<file path="src/design/decodePkg.sv">
`default_nettype none

package decodePkg;

        //////////////////////////////
        // Instruction fields

        typedef logic [31:0] instr_t;
        typedef logic [5:0]  opcode_t;
        typedef logic [5:0]  funct_t;
        typedef logic [4:0]  regIdx_t;          // rs, rt, rd or shift amount

        //////////////////////////////
        // Primary opcodes

        localparam opcode_t opSpecial  = 6'b000000;
        localparam opcode_t opSpecial2 = 6'b011100;
        localparam opcode_t opSpecial3 = 6'b011111;
        localparam opcode_t opAddi     = 6'b001000;
        localparam opcode_t opAddiu    = 6'b001001;
        localparam opcode_t opSlti     = 6'b001010;
        localparam opcode_t opSltiu    = 6'b001011;
        localparam opcode_t opAndi     = 6'b001100;
        localparam opcode_t opOri      = 6'b001101;
        localparam opcode_t opXori     = 6'b001110;

        //////////////////////////////
        // Function codes

        localparam funct_t fnSll   = 6'b000000; // SPECIAL group
        localparam funct_t fnSrl   = 6'b000010; // Also ROTR
        localparam funct_t fnSra   = 6'b000011;
        localparam funct_t fnSllv  = 6'b000100;
        localparam funct_t fnSrlv  = 6'b000110; // Also ROTRV
        localparam funct_t fnSrav  = 6'b000111;
        localparam funct_t fnMovz  = 6'b001010;
        localparam funct_t fnMovn  = 6'b001011;
        localparam funct_t fnMult  = 6'b011000;
        localparam funct_t fnMultu = 6'b011001;
        localparam funct_t fnAdd   = 6'b100000;
        localparam funct_t fnAddu  = 6'b100001;
        localparam funct_t fnSub   = 6'b100010;
        localparam funct_t fnAnd   = 6'b100100;
        localparam funct_t fnOr    = 6'b100101;
        localparam funct_t fnXor   = 6'b100110;
        localparam funct_t fnNor   = 6'b100111;
        localparam funct_t fnSlt   = 6'b101010;
        localparam funct_t fnSltu  = 6'b101011;
        localparam funct_t fnMadd  = 6'b000000; // SPECIAL2 group
        localparam funct_t fnMul   = 6'b000010;
        localparam funct_t fnMsub  = 6'b000100;
        localparam funct_t fnBshfl = 6'b100000; // SPECIAL3 group

        // Sub-selectors held in the rs or sa fields
        localparam regIdx_t rotrSel = 5'b00001;
        localparam regIdx_t saSeb   = 5'b10000;
        localparam regIdx_t saSeh   = 5'b11000;

        //////////////////////////////
        // Decoded kinds and ALU codes

        typedef enum logic [5:0] {
                kNop, kAdd, kAddu, kAddi, kAddiu, kSub,
                kMul, kMult, kMultu, kMadd, kMsub,
                kAnd, kAndi, kOr, kOri, kNor, kXor, kXori,
                kSll, kSrl, kSllv, kSrlv, kSra, kSrav, kRotr, kRotrv,
                kSlt, kSlti, kSltu, kSltiu, kMovn, kMovz, kSeb, kSeh,
                kIllegal
        } instrKind_t;

        typedef enum logic [3:0] {
                aluAnd  = 4'd0,  aluOr   = 4'd1,  aluAdd  = 4'd2,  aluNor  = 4'd3,
                aluXor  = 4'd4,  aluSllv = 4'd5,  aluSub  = 4'd6,  aluSlt  = 4'd7,
                aluMul  = 4'd8,  aluSeh  = 4'd9,  aluSeb  = 4'd10, aluSll  = 4'd11,
                aluSrl  = 4'd12, aluRotr = 4'd13, aluSra  = 4'd14, aluSrlv = 4'd15
        } aluOp_t;

endpackage

`default_nettype wire
</file>
<file path="src/design/ctrlIf.sv">
`timescale 1ns/10ps
`default_nettype none

interface ctrlIf
        import decodePkg::*;
();

        aluOp_t aluOp;
        logic   aluSrc;
        logic   zeroExtend;
        logic   shamtOperand;
        logic   zeroOperands;
        logic   swapOperands;
        logic   regWrite;
        logic   regDst;
        logic   hiLoMove;
        logic   hiLoAccum;
        logic   hiLoSubtract;

        modport aluSide (output aluOp, aluSrc, zeroExtend, shamtOperand, zeroOperands,
                         swapOperands);
        modport wbSide  (output regWrite, regDst, hiLoMove, hiLoAccum, hiLoSubtract);
        modport stage   (input aluOp, aluSrc, zeroExtend, shamtOperand, zeroOperands,
                         swapOperands, regWrite, regDst, hiLoMove, hiLoAccum, hiLoSubtract);

endinterface

`default_nettype wire

</file>
<file path="src/design/decodeStage.sv">
`timescale 1ns/10ps
`default_nettype none

module decodeStage
        import decodePkg::*;
(
        input  logic   clk,
        input  logic   arstN,
        input  instr_t instr,
        input  logic   instrValid,
        output logic   ctrlValid,
        output logic   illegal,
        output aluOp_t aluOp,
        output logic   aluSrc,
        output logic   zeroExtend,
        output logic   shamtOperand,
        output logic   zeroOperands,
        output logic   swapOperands,
        output logic   regWrite,
        output logic   regDst,
        output logic   hiLoMove,
        output logic   hiLoAccum,
        output logic   hiLoSubtract
);

        instrKind_t instrKind;
        logic       decIllegal;

        ctrlIf ctrl ();

        //////////////////////////////
        // Decoders

        instrClassify u_instrClassify (
                .instr     (instr),
                .instrKind (instrKind),
                .illegal   (decIllegal)
        );

        aluCtrlGen u_aluCtrlGen (
                .instrKind (instrKind),
                .ctrl      (ctrl)
        );

        wbCtrlGen u_wbCtrlGen (
                .instrKind (instrKind),
                .ctrl      (ctrl)
        );

        //////////////////////////////
        // Decode to execute register

        always_ff @(posedge clk or negedge arstN) begin
                if (!arstN) begin
                        ctrlValid    <= 1'b0;
                        illegal      <= 1'b0;
                        aluOp        <= aluAnd;
                        aluSrc       <= 1'b0;
                        zeroExtend   <= 1'b0;
                        shamtOperand <= 1'b0;
                        zeroOperands <= 1'b0;
                        swapOperands <= 1'b0;
                        regWrite     <= 1'b0;
                        regDst       <= 1'b0;
                        hiLoMove     <= 1'b0;
                        hiLoAccum    <= 1'b0;
                        hiLoSubtract <= 1'b0;
                end else begin
                        ctrlValid    <= instrValid;
                        illegal      <= instrValid && decIllegal;       // Bubble when not valid
                        aluOp        <= instrValid ? ctrl.aluOp : aluAnd;
                        aluSrc       <= instrValid && ctrl.aluSrc;
                        zeroExtend   <= instrValid && ctrl.zeroExtend;
                        shamtOperand <= instrValid && ctrl.shamtOperand;
                        zeroOperands <= instrValid && ctrl.zeroOperands;
                        swapOperands <= instrValid && ctrl.swapOperands;
                        regWrite     <= instrValid && ctrl.regWrite;
                        regDst       <= instrValid && ctrl.regDst;
                        hiLoMove     <= instrValid && ctrl.hiLoMove;
                        hiLoAccum    <= instrValid && ctrl.hiLoAccum;
                        hiLoSubtract <= instrValid && ctrl.hiLoSubtract;
                end
        end

endmodule

`default_nettype wire

</file>
<file path="src/design/wbCtrlGen.sv">
`timescale 1ns/10ps
`default_nettype none

module wbCtrlGen
        import decodePkg::*;
(
        input instrKind_t   instrKind,
        ctrlIf.wbSide       ctrl
);

        logic noWrite;
        logic immForm;

        //////////////////////////////
        // Register writeback

        // HI/LO only ops and non-instructions
        assign noWrite = instrKind inside {
                kNop, kMult, kMultu, kMadd, kMsub, kIllegal
        };

        // I-type forms write rt instead of rd
        assign immForm = instrKind inside {
                kAddi, kAddiu, kAndi, kOri, kXori, kSlti, kSltiu
        };

        assign ctrl.regWrite = !noWrite;
        assign ctrl.regDst   = !noWrite && !immForm;

        //////////////////////////////
        // HI/LO accumulator

        always_comb begin
                ctrl.hiLoMove     = 1'b0;
                ctrl.hiLoAccum    = 1'b0;
                ctrl.hiLoSubtract = 1'b0;
                case (instrKind)
                        kMult, kMultu: begin
                                ctrl.hiLoMove = 1'b1;           // Product straight in
                        end
                        kMadd: begin
                                ctrl.hiLoAccum = 1'b1;
                        end
                        kMsub: begin
                                ctrl.hiLoAccum    = 1'b1;
                                ctrl.hiLoSubtract = 1'b1;       // Accumulate negated
                        end
                        default: begin
                                ctrl.hiLoMove = 1'b0;
                        end
                endcase
        end

endmodule

`default_nettype wire

</file>
<file path="src/design/aluCtrlGen.sv">
`timescale 1ns/10ps
`default_nettype none

module aluCtrlGen
        import decodePkg::*;
(
        input instrKind_t   instrKind,
        ctrlIf.aluSide      ctrl
);

        //////////////////////////////
        // ALU operation

        always_comb begin
                case (instrKind)
                        kAdd, kAddu, kAddi, kAddiu,
                        kMovn, kMovz:                   ctrl.aluOp = aluAdd;    // Moves pass through add
                        kSub:                           ctrl.aluOp = aluSub;
                        kMul, kMult, kMultu,
                        kMadd, kMsub:                   ctrl.aluOp = aluMul;
                        kAnd, kAndi:                    ctrl.aluOp = aluAnd;
                        kOr, kOri:                      ctrl.aluOp = aluOr;
                        kNor:                           ctrl.aluOp = aluNor;
                        kXor, kXori:                    ctrl.aluOp = aluXor;
                        kSll:                           ctrl.aluOp = aluSll;
                        kSrl:                           ctrl.aluOp = aluSrl;
                        kSllv:                          ctrl.aluOp = aluSllv;
                        kSrlv:                          ctrl.aluOp = aluSrlv;
                        kSra, kSrav:                    ctrl.aluOp = aluSra;
                        kRotr, kRotrv:                  ctrl.aluOp = aluRotr;
                        kSlt, kSltu, kSlti, kSltiu:     ctrl.aluOp = aluSlt;
                        kSeb:                           ctrl.aluOp = aluSeb;
                        kSeh:                           ctrl.aluOp = aluSeh;
                        default:                        ctrl.aluOp = aluAnd;    // NOP and illegal
                endcase
        end

        //////////////////////////////
        // Operand select

        // Immediate on the second operand. ROTRV is in the list as well
        assign ctrl.aluSrc = instrKind inside {
                kAddi, kAddiu, kAndi, kOri, kXori, kSlti, kSltiu,
                kSll, kSrl, kRotr, kRotrv
        };

        assign ctrl.zeroExtend = instrKind inside {kAddiu, kSltiu};

        assign ctrl.shamtOperand = instrKind inside {
                kSll, kSrl, kRotr, kSra, kMovn, kMovz
        };

        assign ctrl.zeroOperands = instrKind inside {kMovn, kMovz};     // Condition on rt

        assign ctrl.swapOperands = instrKind inside {kSllv, kSrlv, kSrav, kRotr};

endmodule

`default_nettype wire

</file>
<file path="src/design/instrClassify.sv">
`timescale 1ns/10ps
`default_nettype none

module instrClassify
        import decodePkg::*;
(
        input  instr_t     instr,
        output instrKind_t instrKind,
        output logic       illegal
);

        opcode_t opcode;
        funct_t  funct;
        regIdx_t rs;
        regIdx_t sa;

        assign opcode = instr[31:26];
        assign rs     = instr[25:21];
        assign sa     = instr[10:6];
        assign funct  = instr[5:0];

        //////////////////////////////
        // Pattern match

        always_comb begin
                instrKind = kIllegal;
                if (instr == '0) begin
                        instrKind = kNop;                       // Wins over SLL
                end else begin
                        case (opcode)
                                opSpecial: begin
                                        case (funct)
                                                fnAdd:   instrKind = kAdd;
                                                fnAddu:  instrKind = kAddu;
                                                fnSub:   instrKind = kSub;
                                                fnMult:  instrKind = kMult;
                                                fnMultu: instrKind = kMultu;
                                                fnAnd:   instrKind = kAnd;
                                                fnOr:    instrKind = kOr;
                                                fnNor:   instrKind = kNor;
                                                fnXor:   instrKind = kXor;
                                                fnSll:   instrKind = kSll;
                                                fnSrl: begin
                                                        if (rs == '0)
                                                                instrKind = kSrl;
                                                        else if (rs == rotrSel)
                                                                instrKind = kRotr;
                                                end
                                                fnSllv:  instrKind = kSllv;
                                                fnSrlv: begin
                                                        if (sa == '0)
                                                                instrKind = kSrlv;
                                                        else if (sa == rotrSel)
                                                                instrKind = kRotrv;
                                                end
                                                fnSlt:   instrKind = kSlt;
                                                fnSltu:  instrKind = kSltu;
                                                fnMovn:  instrKind = kMovn;
                                                fnMovz:  instrKind = kMovz;
                                                fnSra:   instrKind = kSra;
                                                fnSrav:  instrKind = kSrav;
                                                default: instrKind = kIllegal;
                                        endcase
                                end
                                opSpecial2: begin
                                        case (funct)
                                                fnMul:   instrKind = kMul;
                                                fnMadd:  instrKind = kMadd;
                                                fnMsub:  instrKind = kMsub;
                                                default: instrKind = kIllegal;
                                        endcase
                                end
                                opSpecial3: begin
                                        // BSHFL with the sa field picking the width
                                        if (funct == fnBshfl && rs == '0) begin
                                                if (sa == saSeb)
                                                        instrKind = kSeb;
                                                else if (sa == saSeh)
                                                        instrKind = kSeh;
                                        end
                                end
                                opAddi:  instrKind = kAddi;
                                opAddiu: instrKind = kAddiu;
                                opSlti:  instrKind = kSlti;
                                opSltiu: instrKind = kSltiu;
                                opAndi:  instrKind = kAndi;
                                opOri:   instrKind = kOri;
                                opXori:  instrKind = kXori;
                                default: instrKind = kIllegal;
                        endcase
                end
        end

        assign illegal = (instrKind == kIllegal);

endmodule

`default_nettype wire

</file>
<file path="config.mk">
export PLATFORM = sky130hd
export DESIGN_NAME = decodeStage
export DESIGN_NICKNAME = d
export VERILOG_FILES = /design/src/design/decodePkg.sv /design/src/design/ctrlIf.sv /design/src/design/decodeStage.sv /design/src/design/wbCtrlGen.sv /design/src/design/aluCtrlGen.sv /design/src/design/instrClassify.sv
export SDC_FILE = /design/constraint.sdc
export NUM_CORES = 1
export LEC_CHECK = 0
export ABC_AREA = 1
export BUFFER_PORTS_ARGS = -buffer_cell sky130_fd_sc_hd__buf_2
export CAP_MARGIN = 25
export CORE_UTILIZATION = 52
export DETAILED_ROUTE_END_ITERATION = 16
export MAX_ROUTING_LAYER = met4
export PLACE_DENSITY = 0.87
export SLEW_MARGIN = 20
export SYNTH_ARGS = -nofsm -noshare
export SYNTH_HDL_FRONTEND = slang
export SYNTH_SLANG_ARGS = --single-unit
export TNS_END_PERCENT = 100
</file>
<file path="constraint.sdc">
create_clock -name clk -period 0.8 [get_ports clk]
set_input_delay 0.08 -clock clk [delete_from_list [all_inputs] [get_ports clk]]
set_output_delay 0.08 -clock clk [all_outputs]
set_load 0.02 [all_outputs]
</file>
==> results of run 1 <==
-- logic make-up after synthesis --
| group | share of synthesized area, % |
|---|---|
| flops | 21.9 |
| compound gates | 6.70 |
| simple gates | 62.8 |
| buf+inv | 8.61 |
-- routing by layer --
layer / GRT usage, % / GRT overflow
met2: 118 / 130
met5: - / -
met4: 117 / 82
met1: 78.4 / 0
met3: 49.6 / 3
-- metrics by stage --
| step | cell area [µm²] | TNS (ns) | cells | util, % |
|---|---|---|---|---|
| after floorplan | 1880 | -8.22 | 312 | - |
| after global placement | 2510 | -13.52 | 451 | 74.7 |
| after detailed placement | 2510 | -14.45 | 451 | 74.7 |
| after CTS | 3050 | -10.05 | 472 | 90.6 |
-- repair_timing --
item | in CTS
pin swaps | 37
endpoints found under the hold margin | 16
setup endpoints to repair | 30
hold buffers | 1
gates resized for setup | 99
buffers inserted | 17
==> impl_metrics.yaml, run 1 <==
clock_tree:
  clock-root-buffer: "clkbuf_4"
  cts_made_buffers: 3
  htree_levels: 1
  cts.sinks: 16
  clockBufferDepth: 2
synthesis:
  postSynthCellCount: 312
  yosysTopAreaCell: "dfrtp_1"
  ys_warn_count: 0
  synthTopCellsByCount: "nand2_1 (87), nor2_1 (59), inv_1 (34), nand3_1 (34), dfrtp_1 (16)"
  syn_avg_cell_area_um2: 5.87
  syn_nets: 347
  synth_edf_count: 0
  synth_top_area_share_pct: 21.9
  async_flop_share_pct: 100
  seq_area_frac_synth_pct: 21.9
  ys_ff_latch: 16
  synth_area_um2: 1830
  post-synth-top-count-cell: "nand2_1"
  ys.flop_type: "dfrtp_1"
  synth.area.top_cells: "dfrtp_1 (22%), nand2_1 (18%), nor2_1 (12%)"
  yosysUniqueCellTypes: 27
floorplanning:
  die_x_um: 61.3
  die_h_um: 61.3
  initial_core_util_pct: 54.4
  num_rows: 21
  ios: 51
place:
  dpl.hpwl_um: 4390
  port_buffers: 50
  routabilityCongestion: 1.02
  place_ws_ns: -1.12
sta:
  grt-worst-endpoint: "aluSrc$_DFF_PN0_/D"
  worst-ep-kind: "register input"
run_status:
  lastStage: "5_1_grt"
  error: "[ERROR GRT-0232] Routing congestion too high. Check the congestion heatmap in the GUI."
  status: "stopped before the end"
global_route:
  gr-usage-all-layers_pct: 89.2
  grt_max_degree: 17
  overflow: 215
==> run 2: changes to the inputs <==
CORE_UTILIZATION = 37   (was 52)
MAX_ROUTING_LAYER = not set   (was met4)
PLACE_DENSITY = not set   (was 0.87)
PLACE_DENSITY_LB_ADDON = 0.15   (was not set)
==> run 2 against run 1 <==
  * The flow now finishes, with violations (setup timing)
  * Area after synthesis unchanged
  * Synthesized cell count unchanged
==> impl_metrics.yaml, run 2 <==
clock_tree:
  cts_tree: "done"
  clockBufferDepth: 2
  cts_made_buffers: 3
  clkSlewWorstSetupHoldPaths_ns: 0.06
  htree_levels: 1
  cts.sinks: 16
  clock-root-buffer: "clkbuf_8"
drt:
  drcViolationCount: 0
  vias_per_cell: 4.96
  wirelength_um: 6130
  avgRoutedWirePerCell_um: 12.2
  first_pass_iters: 4
  drt_iter0_markers: 150
  vias: 2485
  ant_nets: 0
cells_and_area:
  largest_register_ffs: 4
  antenna_cells: 0
  final_area_um2: 3290
  drive_gt1_share_pct: 52.8
  regMostFlops: "aluOp"
  fin_nets: 471
  syn_to_final_growth_pct: 79.9
  final_cell_mix: "nand2_1 (71), buf_4 (56), nor2_1 (39)"
  final_common_cell: "nand2_1"
floorplanning:
  num_rows: 25
  die_x_um: 72.3
  fp.coreArea_um2: 4750
  initial_core_util_pct: 38.5
  die_area_um2: 5230
  die_h_um: 72.3
  ios: 51
worst_hold_path:
  hold_class: "primary input to flop"
  hold_path.startpoint: "instrValid"
  holdPathEnd: "ctrlValid"
  holdPathStages: 2
place:
  port_buffers: 50
  post_dp_cell_area_um2: 2590
  place_ws_ns: -1.12
  routabilityCongestion: 0.921
  dpl.hpwl_um: 4330
synthesis:
  synth_top_area_share_pct: 21.9
  post-synth-top-count-cell: "nand2_1"
  yosysUniqueCellTypes: 27
  async_flop_share_pct: 100
  ys_ff_latch: 16
  synth_edf_count: 0
  synth_area_um2: 1830
  postSynthCellCount: 312
  seq_area_frac_synth_pct: 21.9
  yosysTopAreaCell: "dfrtp_1"
  syn_avg_cell_area_um2: 5.87
  synthTopCellsByCount: "nand2_1 (87), nor2_1 (59), inv_1 (34), nand3_1 (34), dfrtp_1 (16)"
  ys.flop_type: "dfrtp_1"
  synth.area.top_cells: "dfrtp_1 (22%), nand2_1 (18%), nor2_1 (12%)"
  ys_warn_count: 0
  syn_nets: 347
pwr:
  total_power_mw: 2.68
  powerDensity_nw_per_um2: 814
  p_leak_nw: 1.73
  vdd_drop_max_uv: 535
global_route:
  antenna_found_initial: 0
  grt_pass1_wl_um: 9580
  gr-usage-all-layers_pct: 22.7
  use_met2_pct: 39.8
  met3_usage_pct: 2.64
  grt_max_degree: 17
  grt_util_met1_pct: 29.9
  grt_pass1_vias: 2234
  top_usage_layer: "met2"
  overflow: 0
sta:
  drv_slew: 0
  setup_tns_ns: -10.79
  fin_ws_ns: -0.809
  relSlewSlack_pct: 76.5
  fin_crit_sh_pct: 201
  fmax_mhz: 621
  rsz0062_at_grt: "true"
  worst_slew_pin_slew_ns: 0.352
  fin_crit_ns: 1.61
  hold_violations: 0
  setup_viol: 30
run_status:
  violations: "setup timing"
  status: "finished with violations"
critical_path:
  cp_common_cell: "nor2_2"
  crit_type: "primary input to flop"
  slowest_stage: "nor3_2"
  arrival_ns: 1.76
  worstSetupEndpointType: "flop"
  crit_required_ns: 0.95
  cp_cell_sequence: "buf_12, nor2_4, buf_6, nand3_4, nor3b_2, nor3_2, nand3_4, buf_4, nor2_2, nor2_2, nand3_2, nor2_2"
  crit_fanout: 6
  critPathLaunchType: "primary input"
  crit_path_max_incr_delay_ns: 0.28
flow_run:
  cap_viol_max_count: 0
## run 2: cell counts after synthesis
No cell type changed its count.
## run 2: cell families (layout without fill, tap and decap cells)
logic type      count (synthesis)  in the layout  synth area share, %
flops                          16             16                 21.9
compound gates                 21             21                 6.70
simple gates                  233            233                 62.8
buf+inv                        42            164                 8.61
## run 2: how the worst max path moves through the flow
| stage | cells after the start | slack [ns] | endpoint | startpoint |
|---|---|---|---|---|
| floorplan | 13 | -0.66 | regDst | instr[4] |
| global placement | 14 | -1.08 | regDst | instr[4] |
| detailed placement | 14 | -1.12 | regDst | instr[4] |
| CTS | 17 | -0.73 | regDst | instr[1] |
| global route | 17 | -0.92 | aluSrc | instr[1] |
| finish | 12 | -0.81 | regDst | instr[4] |
## run 2: power breakdown
| group | leakage [nW] | switching (mW) | internal (mW) |
|---|---|---|---|
| Sequential | 0.217 | 0.0151 | 0.842 |
| Combinational | 1.49 | 0.657 | 0.573 |
| Clock | 0.0216 | 0.259 | 0.334 |
## run 2: routing by layer
metal | share of wire (%) | vias to the layer above
li1 | - | 1244
met1 | 43 | 1149
met2 | 51 | 79
met3 | 4.5 | 13
met4 | 1.4 | 0
met5 | 0 | -
## run 2: worst max-delay path, delay by kind of cell
family        cells  cell delay [ns]
simple gates      9             1.24
buf+inv           3             0.43
## run 2: repair_timing
item	4_1_cts	5_1_grt
hold buffers	1	0
endpoints found under the hold margin	16	0
endpoints found under the setup margin	30	31
buffers inserted	10	11
gates resized for setup	96	45
pin swaps	37	38
## run 2: final cells by class
| type | count | area, µm² |
|---|---|---|
| repair buffers | 119 | 1000 |
| flip-flops and latches | 16 | 400 |
| well taps | 67 | 83.8 |
| fillers | 391 | 1460 |
| inverters | 42 | 170 |
| multi-input cells | 254 | 1600 |
| clock buffers | 3 | 41.3 |
## run 2: per-stage QoR
stage,instances,utilization [%],hold WS [ns]
4_1_cts,491,64.2,0.0874
3_5_place_dp,477,54.5,0.00545
2_1_floorplan,312,-,-0.216
5_1_grt,501,69.3,0.104
6_report,501,69.3,0.0895
3_3_place_gp,477,54.5,0.00101
Power figures use the tool's default switching activity.
==> run 3: changes to the inputs <==
CORE_ASPECT_RATIO = 1.4   (was not set)
CORE_UTILIZATION = 35   (was 37)
==> run 3 against run 2 <==
  * Worst setup slack better by 0.0043 ns
  * Design area is 2.8% higher
  * Global-route usage is 1.6 points lower
  * Core utilization is 0.96 points lower
  * Clock-buffer cell count stayed put
  * The run still ends with setup timing left
  * Sequential cell count stayed put
  * Sequential share of layout area is 0.33 points lower
  * Routed wire length is 1.2% higher
  * Maximum frequency is 0.27% higher
  * Critical path depth is 6 higher
  * Total power is 0.84% lower
==> impl_metrics.yaml, run 3 (synthesis gave the netlist of run 2 again) <==
global_route:
  grt_pass1_wl_um: 9280
  overflow: 0
  antenna_found_initial: 0
  grt_pass1_vias: 2245
  grt_max_degree: 17
  gr-usage-all-layers_pct: 21.1
sta:
  hold_violations: 0
  fin_crit_ns: 1.60
  worst_slew_pin_slew_ns: 0.329
  rsz0062_at_grt: "true"
  relSlewSlack_pct: 78.0
  fmax_mhz: 623
  drv_slew: 0
  setup_tns_ns: -10.56
  fin_crit_sh_pct: 201
  setup_viol: 30
  fin_ws_ns: -0.805
  hold_slack_ns: 0.0345
clock_tree:
  clkSlewWorstSetupHoldPaths_ns: 0.06
  cts_made_buffers: 3
  htree_levels: 1
  clock-root-buffer: "clkbuf_8"
  cts.sinks: 16
  clockBufferDepth: 2
  cts_tree: "done"
cells_and_area:
  syn_to_final_growth_pct: 84.9
  regMostFlops: "aluOp"
  instances_no_fill: 496
  largest_register_ffs: 4
  final_common_cell: "nand2_1"
  final_cell_mix: "nand2_1 (68), buf_4 (56), nor2_1 (32)"
  drive_gt1_share_pct: 55.3
  antenna_cells: 0
  fin_nets: 469
flow_run:
  cap_viol_max_count: 0
floorplanning:
  die_area_um2: 5530
  ios: 51
  die_h_um: 87.6
  fp.coreArea_um2: 4950
  die_x_um: 63.1
  num_rows: 30
  initial_core_util_pct: 36.9
critical_path:
  cp_cell_sequence: "buf_8, nor2_4, buf_12, nand3_4, nor2_4, nor2_2, nand2_1, nor2_1, nand2_1, nand2_2, nand2_4, nand2_8, nand3_4, nand2_2, nand2_2, nand3_2, nand2_1, inv_1"
  crit_fanout: 7
  cp_num_buf_inv: 3
  crit_required_ns: 0.94
  slowest_stage: "nor2_4"
  crit_path_max_incr_delay_ns: 0.16
  worstSetupEndpointType: "flop"
  crit_type: "primary input to flop"
  path_delay_family: "simple AND/OR/NAND/NOR gates"
  arrival_ns: 1.74
  critPathLaunchType: "primary input"
drt:
  vias_per_cell: 4.93
  wirelength_um: 6200
  avgRoutedWirePerCell_um: 12.5
  vias: 2444
  drt_iter0_markers: 57
  ant_nets: 0
  first_pass_iters: 4
  drcViolationCount: 0
run_status:
  violations: "setup timing"
  status: "finished with violations"
pwr:
  powerDensity_nw_per_um2: 785
  total_power_mw: 2.66
  p_leak_nw: 1.76
  vdd_drop_max_uv: 333
place:
  dpl.hpwl_um: 4570
  routabilityCongestion: 0.903
  port_buffers: 50
  dp.cells: 475
worst_hold_path:
  hold_class: "primary input to flop"
==> run 3: cell types whose count changed in the layout (fill, tap and decap cells not counted), sizes merged <==
| cell | before | now |
|---|---|---|
| buf | 118 | 116 |
| inv | 42 | 41 |
| clkinvlp | 0 | 1 |
==> run 3: repair_timing <==
action                                  in CTS  in global routing
endpoints found under the hold margin       16                  0
buffers inserted                             9                  9
endpoints found under the setup margin      30                 31
resized for setup                           89                 68
hold buffers                                 1                  0
pin swaps                                   30                 57
==> run 3: where the power goes <==
part           switching, mW  internal (mW)
Sequential            0.0142          0.842
Clock                  0.232          0.332
Combinational          0.669          0.568
Total                  0.914           1.74
==> run 3: metrics by stage <==
| stage | utilization [%] | setup WS, ns | cell area, µm² |
|---|---|---|---|
| floorplan | - | -0.660 | 1880 |
| global placement | 52.3 | -1.19 | 2590 |
| detailed placement | 52.3 | -1.16 | 2590 |
| CTS | 61.0 | -0.728 | 3020 |
| global route | 68.3 | -0.919 | 3380 |
| finish | 68.3 | -0.805 | 3380 |
==> run 3: final cells by class <==
class	instances	area, µm²
inverter	42	171
timing repair buffer	117	1000
sequential	16	400
clock buffer	3	41.3
fill	426	1570
multi-input combinational	254	1690
tap	64	80.1
==> run 3: per-layer routing <==
metal	up-vias	part of all wire (%)	wire (µm)	track usage, %
met5	-	0	0	0
met4	0	5.4	333	14.0
met3	29	2.3	143	0.911
met2	75	59	3670	44.2
met1	1104	33	2050	19.2
li1	1236	-	-	-
==> run 3: final timing paths <==
kind                        endpoint  cells past startpoint       start
setup / recovery              aluSrc                     18    instr[4]
hold / removal             ctrlValid                      1  instrValid
max in group asynchronous     aluSrc                      2       arstN
min in group asynchronous   aluOp[2]                      2       arstN
==> run 4: changes to the inputs <==
CORE_AREA = 2 2 63 65   (was not set)
CORE_ASPECT_RATIO = not set   (was 1.4)
CORE_UTILIZATION = not set   (was 35)
DIE_AREA = 0 0 65 67   (was not set)
==> run 4 against run 3 <==
  * The flow still finishes with violations (setup timing)
  * Sequential power about the same
  * First-iteration DRC count grew to 10 times the previous value
  * Non-clock buffer count increased by 5
  * Sequential cell count did not move
==> impl_metrics.yaml, run 4 (synthesis gave the netlist of run 2 again) <==
clock_tree:
  clock-root-buffer: "clkbuf_8"
  cts.sinks: 16
  cts_made_buffers: 3
  htree_levels: 1
  clockBufferDepth: 2
  cts_tree: "done"
  clkSlewWorstSetupHoldPaths_ns: 0.06
sta:
  fin_crit_ns: 2.06
  fmax_mhz: 486
  fin_ws_ns: -1.26
  setup_tns_ns: -15.02
  worst_slew_pin_slew_ns: 0.425
  relSlewSlack_pct: 71.5
  drv_slew: 0
  fin_crit_sh_pct: 257
  rsz0062_at_grt: "true"
  setup_viol: 30
  hold_violations: 0
run_status:
  status: "finished with violations"
  violations: "setup timing"
drt:
  ant_nets: 0
  drcViolationCount: 0
  avgRoutedWirePerCell_um: 21.9
  drt_iter0_markers: 577
  wirelength_um: 10600
  vias_per_cell: 6.48
  vias: 3149
  first_pass_iters: 7
place:
  port_buffers: 50
  dpl.hpwl_um: 4460
  dp.cells: 460
  routabilityCongestion: 0.955
critical_path:
  worstSetupEndpointType: "flop"
  slowest_stage: "o21bai_1"
  crit_path_max_incr_delay_ns: 0.23
  crit_required_ns: 0.94
  critPathLaunchType: "primary input"
  arrival_ns: 2.20
  path_delay_family: "simple AND/OR/NAND/NOR gates"
  crit_type: "primary input to flop"
  crit_fanout: 6
  cp_cell_sequence: "buf_12, inv_6, nor2_4, buf_4, nand2_1, nand3_1, nor2_1, nand3_1, nand2_1, nand2_4, inv_2, nand2_2, nor2_1, o21bai_1, nand3_1, nand2_1, inv_1"
  cp_num_buf_inv: 5
cells_and_area:
  drive_gt1_share_pct: 54.3
  largest_register_ffs: 4
  antenna_cells: 0
  regMostFlops: "aluOp"
  instances_no_fill: 486
  nFillCells: 117
  fin_nets: 474
  final_cell_mix: "nand2_1 (69), buf_4 (54), nor2_1 (39)"
  syn_to_final_growth_pct: 85.8
  final_common_cell: "nand2_1"
global_route:
  grt_max_degree: 17
  gr-usage-all-layers_pct: 32.9
  overflow: 0
  grt_pass1_wl_um: 11200
  antenna_found_initial: 0
  grt_pass1_vias: 2519
floorplanning:
  num_rows: 22
  die_h_um: 67
  die_area_um2: 4360
  die_x_um: 65
  fp.coreArea_um2: 3610
  initial_core_util_pct: 50.8
  ios: 51
pwr:
  p_leak_nw: 1.76
  powerDensity_nw_per_um2: 869
  vdd_drop_max_uv: 992
worst_hold_path:
  hold_path.startpoint: "instrValid"
  holdPathStages: 2
  holdPathEnd: "ctrlValid"
  hold_class: "primary input to flop"
flow_run:
  cap_viol_max_count: 0
[run 4: changes by cell type in the layout (fill, tap and decap cells not counted), moves of 3 or more]
cell | before | now
buf_12 | 6 | 3
buf_6 | 26 | 35
nor2_1 | 32 | 39
nor2_2 | 17 | 12
[run 4: worst max-delay path by stage]
stage | start | endpoint | cells after the start
floorplan | instr[4] | regDst | 13
CTS | instr[5] | regDst | 12
global placement | instr[4] | regDst | 14
detailed placement | instr[4] | regDst | 14
finish | instr[1] | aluSrc | 17
global route | instr[1] | aluSrc | 17
[run 4: metrics by stage]
step	worst slack [ns]	total power, mW	hold slack, ns	instance area [µm²]	utilization, %
2_1_floorplan	-0.660	1.33	-0.216	1880	-
3_3_place_gp	-1.11	1.72	-0.00605	2580	71.6
3_5_place_dp	-1.17	1.73	0.00226	2580	71.6
4_1_cts	-0.767	2.60	0.0883	2990	82.8
5_1_grt	-1.31	3.03	0.116	3400	94.3
6_report	-1.26	2.96	0.116	3400	94.3
[run 4: what timing repair did]
| item | 4_1_cts | 5_1_grt |
|---|---|---|
| setup buffers | 14 | 12 |
| pin swaps | 21 | 30 |
| setup endpoints to repair | 30 | 31 |
| hold buffers | 1 | 0 |
| resized for setup | 75 | 88 |
| hold endpoints to repair | 16 | 0 |
[run 4: report_power, final]
part | switching (mW) | internal [mW]
Sequential | 0.0155 | 0.841
Clock | 0.295 | 0.437
Combinational | 0.806 | 0.560
Total | 1.12 | 1.84
[run 4: layer usage]
metal  global-route usage (%)  routed length [µm]
met5                        0                   0
met4                     14.1                1180
met3                     4.90                1520
met2                     59.9                4540
met1                     38.2                3390
[run 4: area by class of cell]
type / instances / area [µm²] / share of cell area (%)
Multi-Input combinational cell: 254 / 1670 / 49.0
Timing Repair Buffer: 122 / 1040 / 30.7
Sequential cell: 16 / 400 / 11.8
Inverter: 42 / 175 / 5.15
Tap cell: 48 / 60.1 / 1.77
Clock buffer: 4 / 55.1 / 1.62
